File: src/fir_bus_pkg.sv
// AHB-Lite bus side definitions for the FIR slave
// Address map, transfer codes and bus word types

package fir_bus_pkg;

  // ************************************************************
  // Bus word types
  // ************************************************************
  typedef logic [3:0]  haddr_t;
  typedef logic [15:0] hdata_t;
  typedef logic [1:0]  htrans_t;

  // Transfer type codes
  localparam htrans_t HTRANS_IDLE   = 2'b00;
  localparam htrans_t HTRANS_NONSEQ = 2'b10;
  localparam htrans_t HTRANS_SEQ    = 2'b11;

  // ************************************************************
  // Register map, one halfword each
  // ************************************************************
  localparam haddr_t ADDR_STATUS     = 4'd0;
  localparam haddr_t ADDR_RESULT     = 4'd2;
  localparam haddr_t ADDR_SAMPLE     = 4'd4;
  // F0 here, F1..F3 follow every two bytes
  localparam haddr_t ADDR_COEF_START = 4'd6;
  localparam haddr_t ADDR_COEF_SET   = 4'd14;

endpackage

File: src/fir_dsp_pkg.sv
// FIR filter side definitions
// Tap count, fixed point formats and controller states

package fir_dsp_pkg;

  // Four taps, coefficients in Q1.15
  localparam int NUM_TAPS       = 4;
  localparam int COEF_FRAC_BITS = 15;

  // Unsigned input sample
  typedef logic [15:0] sample_t;
  // 16'h8000 is 1.0
  typedef logic [15:0] coeff_t;
  typedef logic [1:0]  tap_idx_t;
  // Room for two positive 32-bit products plus sign
  typedef logic signed [33:0] acc_t;

  // Controller sequence
  typedef enum logic [1:0] {
    IDLE,
    SHIFT,
    MAC,
    STORE
  } fir_state_t;

endpackage

File: src/ahb_slave_regs.sv
// AHB-Lite slave front end of the FIR block
// Registers the address phase, commits writes, muxes reads
// and flags illegal transfers through hresp

`timescale 1ns/1ns

module ahb_slave_regs (
  input  logic                 tb_clk,
  input  logic                 rst_n,
  // AHB-Lite bus
  input  logic                 hsel,
  input  fir_bus_pkg::haddr_t  haddr,
  input  fir_bus_pkg::htrans_t htrans,
  input  logic                 hwrite,
  input  fir_bus_pkg::hdata_t  hwdata,
  output fir_bus_pkg::hdata_t  hrdata,
  output logic                 hresp,
  // Filter status
  input  fir_dsp_pkg::sample_t fir_result,
  input  logic                 fir_err,
  input  logic                 fir_busy,
  input  logic                 load_busy,
  // Sample handshake
  output fir_dsp_pkg::sample_t sample_value,
  output logic                 sample_ready,
  input  logic                 sample_take,
  // Coefficients
  output fir_dsp_pkg::coeff_t  coeff0,
  output fir_dsp_pkg::coeff_t  coeff1,
  output fir_dsp_pkg::coeff_t  coeff2,
  output fir_dsp_pkg::coeff_t  coeff3,
  output logic                 new_coeff_set,
  input  logic                 coeff_done
);
  import fir_bus_pkg::*;
  import fir_dsp_pkg::*;

  haddr_t   addr_q;
  logic     write_q;
  logic     active_q;
  logic     hresp_q;
  logic     addr_valid;
  logic     addr_bad;
  logic     wr_commit;
  logic     is_coef;
  logic [2:0] coef_word;
  tap_idx_t coef_sel;
  sample_t  sample_q;
  coeff_t   coeff_q [NUM_TAPS];
  logic     coef_set_q;
  hdata_t   rdata;

  // ************************************************************
  // Address phase decode
  // ************************************************************
  assign addr_valid = hsel && (htrans == HTRANS_NONSEQ || htrans == HTRANS_SEQ);
  // Odd addresses (15 included) and writes to read-only words
  assign addr_bad = haddr[0] ||
                    (hwrite && (haddr == ADDR_STATUS || haddr == ADDR_RESULT));

  always_ff @(posedge tb_clk or negedge rst_n) begin
    if (!rst_n) begin
      addr_q   <= '0;
      write_q  <= 1'b0;
      active_q <= 1'b0;
      hresp_q  <= 1'b0;
    end else begin
      addr_q   <= haddr;
      write_q  <= hwrite;
      // Only legal transfers reach the data phase logic
      active_q <= addr_valid && !addr_bad;
      hresp_q  <= addr_valid && addr_bad;
    end
  end

  assign hresp     = hresp_q;
  assign wr_commit = active_q && write_q;

  // Coefficient word index from the registered address
  assign is_coef   = (addr_q >= ADDR_COEF_START) && (addr_q < ADDR_COEF_SET);
  assign coef_word = addr_q[3:1] - ADDR_COEF_START[3:1];
  assign coef_sel  = coef_word[1:0];

  // ************************************************************
  // Write side registers
  // ************************************************************
  always_ff @(posedge tb_clk or negedge rst_n) begin
    if (!rst_n) begin
      sample_q     <= '0;
      sample_ready <= 1'b0;
    end else if (wr_commit && addr_q == ADDR_SAMPLE) begin
      // Newest sample overwrites one not yet taken
      sample_q     <= hwdata;
      sample_ready <= 1'b1;
    end else if (sample_take) begin
      sample_ready <= 1'b0;
    end
  end

  always_ff @(posedge tb_clk or negedge rst_n) begin
    if (!rst_n) begin
      for (int i = 0; i < NUM_TAPS; i++) begin
        coeff_q[i] <= '0;
      end
    end else if (wr_commit && is_coef) begin
      coeff_q[coef_sel] <= hwdata;
    end
  end

  // Flag drops when the loader finishes, a new write takes priority
  always_ff @(posedge tb_clk or negedge rst_n) begin
    if (!rst_n) begin
      coef_set_q <= 1'b0;
    end else if (wr_commit && addr_q == ADDR_COEF_SET) begin
      coef_set_q <= |hwdata;
    end else if (coeff_done) begin
      coef_set_q <= 1'b0;
    end
  end

  // ************************************************************
  // Read mux, data phase only
  // ************************************************************
  always_comb begin
    case (addr_q)
      ADDR_STATUS:   rdata = {7'b0, fir_err, 7'b0, (fir_busy | load_busy)};
      ADDR_RESULT:   rdata = fir_result;
      ADDR_SAMPLE:   rdata = sample_q;
      ADDR_COEF_SET: rdata = {15'b0, coef_set_q};
      default:       rdata = is_coef ? coeff_q[coef_sel] : '0;
    endcase
  end

  assign hrdata = (active_q && !write_q) ? rdata : '0;

  assign sample_value  = sample_q;
  assign coeff0        = coeff_q[0];
  assign coeff1        = coeff_q[1];
  assign coeff2        = coeff_q[2];
  assign coeff3        = coeff_q[3];
  assign new_coeff_set = coef_set_q;

endmodule

File: src/coeff_loader.sv
// Coefficient loader
// Walks the four coefficient registers into the filter bank,
// one tap per cycle, after a new set is flagged

`timescale 1ns/1ns

module coeff_loader (
  input  logic                   tb_clk,
  input  logic                   rst_n,
  input  logic                   new_coeff_set,
  input  fir_dsp_pkg::coeff_t    coeff0,
  input  fir_dsp_pkg::coeff_t    coeff1,
  input  fir_dsp_pkg::coeff_t    coeff2,
  input  fir_dsp_pkg::coeff_t    coeff3,
  output logic                   coeff_load,
  output fir_dsp_pkg::tap_idx_t  coeff_idx,
  output fir_dsp_pkg::coeff_t    coeff_value,
  output logic                   coeff_done,
  output logic                   load_busy
);
  import fir_dsp_pkg::*;

  logic     busy_q;
  tap_idx_t idx_q;
  logic     last_tap;

  assign last_tap = (idx_q == tap_idx_t'(NUM_TAPS - 1));

  // Start on the flag, stop after F3
  always_ff @(posedge tb_clk or negedge rst_n) begin
    if (!rst_n) begin
      busy_q <= 1'b0;
      idx_q  <= '0;
    end else if (busy_q) begin
      busy_q <= !last_tap;
      idx_q  <= last_tap ? '0 : idx_q + 1'b1;
    end else if (new_coeff_set) begin
      busy_q <= 1'b1;
      idx_q  <= '0;
    end
  end

  // Select the current tap's register
  always_comb begin
    case (idx_q)
      2'd0:    coeff_value = coeff0;
      2'd1:    coeff_value = coeff1;
      2'd2:    coeff_value = coeff2;
      default: coeff_value = coeff3;
    endcase
  end

  assign coeff_load = busy_q;
  assign coeff_idx  = idx_q;
  // Pulses with the last tap, slave drops the flag on this edge
  assign coeff_done = busy_q && last_tap;
  assign load_busy  = busy_q;

endmodule

File: src/fir_controller.sv
// FIR sequencer
// Accepts one sample at a time, then runs shift, four MAC steps
// and a store of the saturated result

`timescale 1ns/1ns

module fir_controller (
  input  logic                  tb_clk,
  input  logic                  rst_n,
  input  logic                  sample_ready,
  input  logic                  load_busy,
  output logic                  sample_take,
  output logic                  shift_en,
  output logic                  mac_en,
  output fir_dsp_pkg::tap_idx_t tap_idx,
  output logic                  store_en,
  output logic                  fir_busy
);
  import fir_dsp_pkg::*;

  fir_state_t state_q;
  fir_state_t state_d;
  tap_idx_t   tap_q;
  logic       accept;
  logic       last_tap;

  // No new sample while coefficients are moving
  assign accept   = (state_q == IDLE) && sample_ready && !load_busy;
  assign last_tap = (tap_q == tap_idx_t'(NUM_TAPS - 1));

  // ************************************************************
  // Next state
  // ************************************************************
  always_comb begin
    state_d = state_q;
    case (state_q)
      IDLE:    if (accept) state_d = SHIFT;
      SHIFT:   state_d = MAC;
      MAC:     if (last_tap) state_d = STORE;
      STORE:   state_d = IDLE;
      default: state_d = IDLE;
    endcase
  end

  always_ff @(posedge tb_clk or negedge rst_n) begin
    if (!rst_n) begin
      state_q <= IDLE;
      tap_q   <= '0;
    end else begin
      state_q <= state_d;
      // Tap counter only runs inside MAC
      tap_q   <= (state_q == MAC && !last_tap) ? tap_q + 1'b1 : '0;
    end
  end

  // Strobes decoded straight from state
  assign sample_take = accept;
  assign shift_en    = (state_q == SHIFT);
  assign mac_en      = (state_q == MAC);
  assign tap_idx     = tap_q;
  assign store_en    = (state_q == STORE);
  assign fir_busy    = (state_q != IDLE);

endmodule

File: src/fir_datapath.sv
// FIR datapath
// Sample history, coefficient bank, alternating sign accumulator
// and Q1.15 scaling with saturation to the unsigned range

`timescale 1ns/1ns

module fir_datapath (
  input  logic                  tb_clk,
  input  logic                  rst_n,
  input  fir_dsp_pkg::sample_t  sample_value,
  input  logic                  shift_en,
  input  logic                  mac_en,
  input  fir_dsp_pkg::tap_idx_t tap_idx,
  input  logic                  store_en,
  input  logic                  coeff_load,
  input  fir_dsp_pkg::tap_idx_t coeff_idx,
  input  fir_dsp_pkg::coeff_t   coeff_value,
  output fir_dsp_pkg::sample_t  fir_result,
  output logic                  fir_err
);
  import fir_dsp_pkg::*;

  sample_t     hist [NUM_TAPS];
  coeff_t      bank [NUM_TAPS];
  acc_t        acc_q;
  logic [31:0] prod;
  acc_t        term;
  acc_t        scaled;

  // ************************************************************
  // History and coefficient bank
  // ************************************************************
  always_ff @(posedge tb_clk or negedge rst_n) begin
    if (!rst_n) begin
      for (int i = 0; i < NUM_TAPS; i++) begin
        hist[i] <= '0;
        bank[i] <= '0;
      end
    end else begin
      // x0 is always the newest sample
      if (shift_en) begin
        hist[0] <= sample_value;
        for (int i = 1; i < NUM_TAPS; i++) begin
          hist[i] <= hist[i-1];
        end
      end
      if (coeff_load) begin
        bank[coeff_idx] <= coeff_value;
      end
    end
  end

  // ************************************************************
  // Multiply-accumulate
  // ************************************************************
  assign prod = hist[tap_idx] * bank[tap_idx];
  // Product is never negative, zero extend into the accumulator
  assign term = {2'b00, prod};

  always_ff @(posedge tb_clk or negedge rst_n) begin
    if (!rst_n) begin
      acc_q <= '0;
    end else if (shift_en) begin
      acc_q <= '0;
    end else if (mac_en) begin
      // Odd taps subtract
      acc_q <= tap_idx[0] ? acc_q - term : acc_q + term;
    end
  end

  // Drop the fraction bits, sign kept
  assign scaled = acc_q >>> COEF_FRAC_BITS;

  always_ff @(posedge tb_clk or negedge rst_n) begin
    if (!rst_n) begin
      fir_result <= '0;
      fir_err    <= 1'b0;
    end else if (store_en) begin
      if (acc_q < 0) begin
        fir_result <= '0;
        fir_err    <= 1'b1;
      end else if (|scaled[$bits(acc_t)-1:16]) begin
        // Above 16'hFFFF
        fir_result <= '1;
        fir_err    <= 1'b1;
      end else begin
        fir_result <= scaled[15:0];
        fir_err    <= 1'b0;
      end
    end
  end

endmodule

File: src/ahb_fir_top.sv
// AHB-Lite FIR filter top level
// Bus slave, coefficient loader, sequencer and datapath

`timescale 1ns/1ns

module ahb_fir_top (
  input  logic                 tb_clk,
  input  logic                 rst_n,
  input  logic                 hsel,
  input  fir_bus_pkg::haddr_t  haddr,
  input  fir_bus_pkg::htrans_t htrans,
  input  logic                 hwrite,
  input  fir_bus_pkg::hdata_t  hwdata,
  output fir_bus_pkg::hdata_t  hrdata,
  output logic                 hresp
);
  import fir_dsp_pkg::*;

  // Sample path
  sample_t  sample_value;
  logic     sample_ready;
  logic     sample_take;
  sample_t  fir_result;
  logic     fir_err;
  logic     fir_busy;
  // Coefficient path
  coeff_t   coeff0;
  coeff_t   coeff1;
  coeff_t   coeff2;
  coeff_t   coeff3;
  logic     new_coeff_set;
  logic     coeff_done;
  logic     coeff_load;
  tap_idx_t coeff_idx;
  coeff_t   coeff_value;
  logic     load_busy;
  // Sequencer strobes
  logic     shift_en;
  logic     mac_en;
  tap_idx_t tap_idx;
  logic     store_en;

  ahb_slave_regs u_slave (
    .tb_clk(tb_clk), .rst_n(rst_n),
    .hsel(hsel), .haddr(haddr), .htrans(htrans), .hwrite(hwrite),
    .hwdata(hwdata), .hrdata(hrdata), .hresp(hresp),
    .fir_result(fir_result), .fir_err(fir_err),
    .fir_busy(fir_busy), .load_busy(load_busy),
    .sample_value(sample_value), .sample_ready(sample_ready),
    .sample_take(sample_take),
    .coeff0(coeff0), .coeff1(coeff1), .coeff2(coeff2), .coeff3(coeff3),
    .new_coeff_set(new_coeff_set), .coeff_done(coeff_done)
  );

  coeff_loader u_loader (
    .tb_clk(tb_clk), .rst_n(rst_n), .new_coeff_set(new_coeff_set),
    .coeff0(coeff0), .coeff1(coeff1), .coeff2(coeff2), .coeff3(coeff3),
    .coeff_load(coeff_load), .coeff_idx(coeff_idx),
    .coeff_value(coeff_value), .coeff_done(coeff_done), .load_busy(load_busy)
  );

  fir_controller u_ctrl (
    .tb_clk(tb_clk), .rst_n(rst_n),
    .sample_ready(sample_ready), .load_busy(load_busy),
    .sample_take(sample_take), .shift_en(shift_en), .mac_en(mac_en),
    .tap_idx(tap_idx), .store_en(store_en), .fir_busy(fir_busy)
  );

  fir_datapath u_dp (
    .tb_clk(tb_clk), .rst_n(rst_n), .sample_value(sample_value),
    .shift_en(shift_en), .mac_en(mac_en), .tap_idx(tap_idx),
    .store_en(store_en), .coeff_load(coeff_load), .coeff_idx(coeff_idx),
    .coeff_value(coeff_value), .fir_result(fir_result), .fir_err(fir_err)
  );

endmodule

File: config.mk
export PLATFORM = sky130hd
export DESIGN_NAME = ahb_fir_top
export DESIGN_NICKNAME = d
export VERILOG_FILES = /design/src/fir_bus_pkg.sv /design/src/fir_dsp_pkg.sv /design/src/ahb_slave_regs.sv /design/src/coeff_loader.sv /design/src/fir_controller.sv /design/src/fir_datapath.sv /design/src/ahb_fir_top.sv
export SDC_FILE = /design/constraint.sdc
export NUM_CORES = 1
export LEC_CHECK = 0
export BUFFER_PORTS_ARGS = -buffer_cell sky130_fd_sc_hd__buf_2
export CELL_PAD_IN_SITES_DETAIL_PLACEMENT = 1
export CELL_PAD_IN_SITES_GLOBAL_PLACEMENT = 2
export CORE_MARGIN = 2
export CORE_UTILIZATION = 34
export CTS_CLUSTER_SIZE = 28
export DETAILED_ROUTE_END_ITERATION = 8
export GPL_ROUTABILITY_DRIVEN = 0
export PLACE_DENSITY_LB_ADDON = 0.12
export SLEW_MARGIN = 20
export SYNTH_ARGS = -nofsm -noshare
export SYNTH_HDL_FRONTEND = slang
export SYNTH_HIERARCHICAL = 1
export SYNTH_SLANG_ARGS = --single-unit
File: constraint.sdc
create_clock -name tb_clk -period 12.13 [get_ports tb_clk]
set_clock_uncertainty 0.15 [all_clocks]
set_input_delay 0.6065 -clock tb_clk [delete_from_list [all_inputs] [get_ports tb_clk]]
set_output_delay 0.6065 -clock tb_clk [all_outputs]
set_load 0.05 [all_outputs]
# == After elaboration in Yosys (flattened, before gate mapping) ==
# Cells that the tools add are included.
# totals
reg_bits,275
input_bits,26
output_inout_bits,17
elab_cells,134
# classes
add_sub_neg,5
mul,1
order_cmp,8
n_eq_ne,15
muxes,39
bitwise,4
n_reduce_logical,36
# ops
operator,n
two-way mux 16 bit,12
bitwise mux 64 bit,2
two-way mux 34 bit,3
binary-select mux 16 bit (select 2 bit),3
demux 16 bit (select 2 bit),2
case mux 16 bit (4 select lines),1
case mux 16 bit (3 select lines),1
adder 34 x 33 -> 34 bit,1
less-than comparator 34 x 1 -> 1 bit (second input constant),1
subtractor 34 x 33 -> 34 bit,1
multiplier 16 x 16 -> 32 bit,1
logical AND 1 bit,16
OR reduction 16 bit,1
equality test 2 bit (second input constant),7
two-way mux 2 bit,6
nonzero test 2 bit,5
>= comparator 3 bit (second input constant),3
NOT 2 -> 3 bit,3
equality test 4 x 2 -> 1 bit (second input constant),2
zero test 4 bit,2
two-way mux 1 bit,8
case mux 2 bit (4 select lines),1
less-than comparator 3 x 1 -> 1 bit (second input constant),2
zero test 1 bit,5
other kinds (14),19

# == Longest topological paths before layout ==
# depth
depth_word,9
depth_mapped,42
depth_no_buf,37

# == By module ==
# The synthesis kept the hierarchy.
# modules_own_cells
module,n_inst,cells_each,area_each_um2
fir_datapath,1,1939,18905.6
ahb_slave_regs,1,274,4147.7
coeff_loader,1,72,614.3
fir_controller,1,23,270.3

# == Worst setup path before layout ==
# OpenSTA, ideal clock, no wires.
# synth_timing
path_kind,register -> register
start,register u_ctrl.tap_q[0] (netlist: u_ctrl/tap_idx[0])
end,register u_dp.acc_q[33]
setup_ps,71
arrival_ps,10676
required_ps,11909
setup_slack_ps,1233
stages_incl_launch_ff,41
n_path_buf,6
path_cell_list,dfrtp_1 > clkbuf_1 > buf_2 > buf_1 > clkbuf_1 > mux2i_1 > nand2_1 > o21ai_0 > clkbuf_1 > nor2_1 > fa_1 > inv_1 > fa_1 > fa_1 > inv_1 > fa_1 > fa_1 > inv_1 > [... 5 more ...] > a32o_1 > a211oi_2 > xnor2_1 > or4_4 > nor3_1 > a31oi_1 > xnor2_1 > ha_1 > and4_1 > nand2_1 > or3_1 > a2bb2oi_1 > a21oi_2 > a31oi_1 > a21oi_1 > or4b_2 > mux2_4 > nand4_1
# synth_between
elab_chain_cells,9
word_cells_on_any_way,13
cone_classes,add/sub: 2; mul: 1; mux: 9; bitwise: 1
# synth_rtl
element,line_no,text
from (decl),fir_controller.sv:23,tap_idx_t tap_q;
from (signal assigned),fir_controller.sv:52,tap_q <= (state_q == MAC && !last_tap) ? tap_q + 1'b1 : '0;
NOT 2 -> 3 bit (implied by the code),fir_datapath.sv:56,assign prod = hist[tap_idx] * bank[tap_idx];
binary-select mux 16 bit (select 2 bit),fir_datapath.sv:56,
two-way mux 16 bit (implied by the code) (2 in a row),fir_datapath.sv:56,
multiplier 16 x 16 -> 32 bit,fir_datapath.sv:56,
adder 34 x 33 -> 34 bit or subtractor 34 x 33 -> 34 bit (tied branches),fir_datapath.sv:67,acc_q <= tap_idx[0] ? acc_q - term : acc_q + term;
two-way mux 34 bit (*),fir_datapath.sv:67,
two-way mux 34 bit (*),fir_datapath.sv:65,end else if (mac_en) begin
two-way mux 34 bit (*),fir_datapath.sv:63,end else if (shift_en) begin
to (signal assigned),fir_datapath.sv:67,
to (decl),fir_datapath.sv:25,acc_t acc_q;
# Every way passes the cells marked *; elsewhere a longest branch is shown, timed or not. The select of a mux whose other input is x is not followed.
# A chain may end at the register's enable or synchronous reset.

# == Final worst setup path ==
# Same ends and word-level chain as after synthesis.

==> summary.txt <==
Floorplanning
  – FP Rows: 97
  – Die span in x: 269 µm
  – Die area: 0.0725 mm²
  – Ports: 43
  – Die height: 269 µm
  – CORE AREA: 0.0699 mm²
  – Initial Util: 34.2%

Critical path
  – CP dominant cell by count: fa_1
  – Worst-path fanout max: 22
  – Register-to-register setup slack: 0.69 ns
  – Setup crit end kind: register
  – Critical-path top delay cell: mux4_2
  – CP Launch Type: register
  – Reg-to-Reg Start: u_ctrl/tap_idx[0]
  – Critical Path RT: 12.50 ns
  – Setup Crit Path Kind: register to register
  – CP arrival: 11.81 ns
  – FF-to-FF End: u_dp/acc_q[33]
  – Reg2Reg Depth: 34
  – CP max stage delay: 0.78 ns

Final layout
  – Finished Layout Cells: 3281
  – Fraction of layout cells with a size suffix above 1: 18.7%
  – Layout area overhead: 9.47%
  – Sequential cell area: 0.00689 mm²
  – Fillers: 7875
  – Multi-input logic area: 0.0155 mm²
  – Final nets: 2693

Global routing
  – GR Overflow Total: 0
  – Gr usage total: 19.8%
  – Largest net degree at the start of global routing: 75
  – Vias in the first global route: 18600
  – Most Crowded Layer GR: met2
  – First-pass GRT wire length: 112000 µm
  – GR Util met2: 34.8%
  – Grt met1 use: 26.8%
  – Initial antenna violation count: 1
  – M3 GR Usage: 1.31%

Run
  – Max_cap viols: 0

Detailed routing
  – Post-detailed-route count of antenna-violating nets: 0
  – Remaining DRCs: 0
  – Final WL: 71700 µm
  – Routed via count: 17000
  – 1st-iter DRT viols: 885
  – DR pass1 iterations: 6
  – WL per Instance: 21.9 µm
  – Vias per cell: 5.19

Yosys
  – Yosys warnings: 6
  – Synth unique cells: 89
  – Post-synth EDFFs: 0
  – Count leader, synth: inv_1
  – Synth Area per Inst: 10.4 µm²
  – Synth area leader: dfrtp_1
  – Synth top area share: 28.7%
  – Yosys reg bits: 275
  – Synth cell count leaders: inv_1 (288), dfrtp_1 (275), mux2_2 (241)
  – Post-synth top flop: dfrtp_1
  – Asr flop ratio synth: 100%
  – Synth top area cells: dfrtp_1 (29%), fa_1 (16%), mux2_2 (11%)
  – Seq/Total Area, Yosys: 28.7%
  – Mapped Cells: 2308
  – Synth Net Count: 2683
  – Synthesized cell area: 0.0239 mm²

Timing
  – Final Setup Violations: 0
  – Slew headroom: 25.8%
  – Final slew viol count: 0
  – Hold Slack: 0.120 ns
  – RSZ-0062 raised after global routing: no
  – Sum of negative setup slack: 0 ns
  – Final Critical Period: 11.44 ns
  – Max Clk Rate: 87.4 MHz
  – Final hold viol count: 0
  – Worst-margin pin slew: 1.08 ns
  – Tcrit/Tclk final: 94.3%

Min path
  – HP Start: htrans[1]
  – Hold Crit Class: primary input to register
  – Hold depth: 3
  – Hold worst-path end: u_slave/hresp

Outcome
  – Status: finished clean

Clocking
  – Clock Path Buffers: 3
  – Root Driver: clkbuf_16
  – Worst skew pair latency: 0.59 ns
  – H-tree depth: 1
  – Total clock sinks: 275
  – CTS Buf Count: 31
  – Clock Pin Slew Worst Setup and Hold Paths: 0.06 ns
  – TritonCTS clock tree: done

Placement
  – HPWL after DPL: 55400 µm
  – Placed cells: 3218
  – Port bufs: 41
==> how the worst max path moves through the flow <==
stage	from	endpoint	slack, ns	cells after the start
5_1_grt	u_ctrl/tap_idx[0]	u_dp/acc_q[33]	0.1	34
4_1_cts	u_ctrl/tap_idx[0]	u_dp/acc_q[33]	0.38	34
6_report	u_ctrl/tap_idx[0]	u_dp/acc_q[33]	0.69	34
3_3_place_gp	u_ctrl/tap_idx[0]	u_dp/acc_q[33]	0.54	34
2_1_floorplan	u_ctrl/tap_idx[0]	u_dp/acc_q[33]	1.23	40
3_5_place_dp	u_ctrl/tap_idx[0]	u_dp/acc_q[33]	0.42	34
==> sequential cells by signal, summed over array words and instances (netlist names), 2 cells and up <==
| signal | cells |
|---|---|
| u_loader/coeff_idx | 2 |
| u_dp/bank | 64 |
| u_slave/addr_q | 4 |
| u_slave/coeff3 | 16 |
| u_slave/coeff1 | 16 |
| u_ctrl/state_q | 2 |
| u_dp/acc_q | 34 |
| u_dp/fir_result | 16 |
| u_dp/hist | 64 |
| u_slave/sample_value | 16 |
| u_slave/coeff2 | 16 |
| u_slave/coeff0 | 16 |
| u_ctrl/tap_idx | 2 |
==> metrics by stage <==
step	instance area [µm²]	utilization [%]	setup slack (ns)
floorplan	23900	-	1.23
global placement	25100	35.9	0.543
detailed placement	25100	35.9	0.423
CTS	26200	37.5	0.380
global route	26200	37.5	0.0979
finish	26200	37.5	0.689
==> cells in the final DEF, fill, tap and decap left out, types with 33 or more instances in the layout <==
master / instances
mux2i_1: 58
fa_1: 195
a21oi_1: 78
mux4_2: 35
nand2_1: 193
inv_1: 288
nor2_1: 204
and2_1: 46
mux2_2: 241
buf_2: 40
xnor2_1: 55
ha_1: 152
o21ai_0: 33
dfrtp_1: 273
==> final cells by class <==
| cell class | instances | share of cell area, % |
|---|---|---|
| diodes | 1 | 0.00955 |
| multi-input cells | 1642 | 59.2 |
| well taps | 940 | 4.49 |
| flip-flops and latches | 275 | 26.3 |
| clock buffers | 44 | 3.41 |
| clock inverters | 11 | 0.458 |
| inverters | 288 | 4.13 |
| repair buffers | 80 | 2.04 |
==> cells by family (layout without fill, tap and decap cells) <==
group                    Yosys count  in the layout  synth area share, %
AO/OA/AOI/OAI                    298            298                 8.79
buffers and inverters            391            423                 6.57
multiplexers                     336            336                 17.2
XOR/XNOR                          82             82                 3.00
adder cells (fa/ha/maj)          349            349                 24.4
AND/OR/NAND/NOR                  577            577                 11.4
flip-flops                       275            275                 28.7
other                              0              1                    0
==> critical path, delay by kind of cell, from the launching register on <==
kind                     cells  cell delay, ns
adder cells (fa/ha/maj)      8            3.94
multiplexers                 2            1.06
AO/OA/AOI/OAI                7            1.44
AND/OR/NAND/NOR             10            3.13
XOR/XNOR                     2            0.39
buffers and inverters        5            0.56
flip-flops                   1            0.71
==> timing repair <==
action                                 in CTS  in global routing
gates resized for setup                     0                  0
buffers inserted                            0                  1
hold buffers                                6                  0
setup endpoints to repair                   0                  1
endpoints found under the hold margin      71                  0
==> per-layer routing <==
layer	routed length [µm]	share of wire, %
met1	32900	46
met2	36000	50
met3	1270	1.8
met4	1500	2.1
met5	0	0
Power is left out: the tool's default activity adds up to more than one toggle a clock period on the data nets, which glitch-free logic cannot reach.
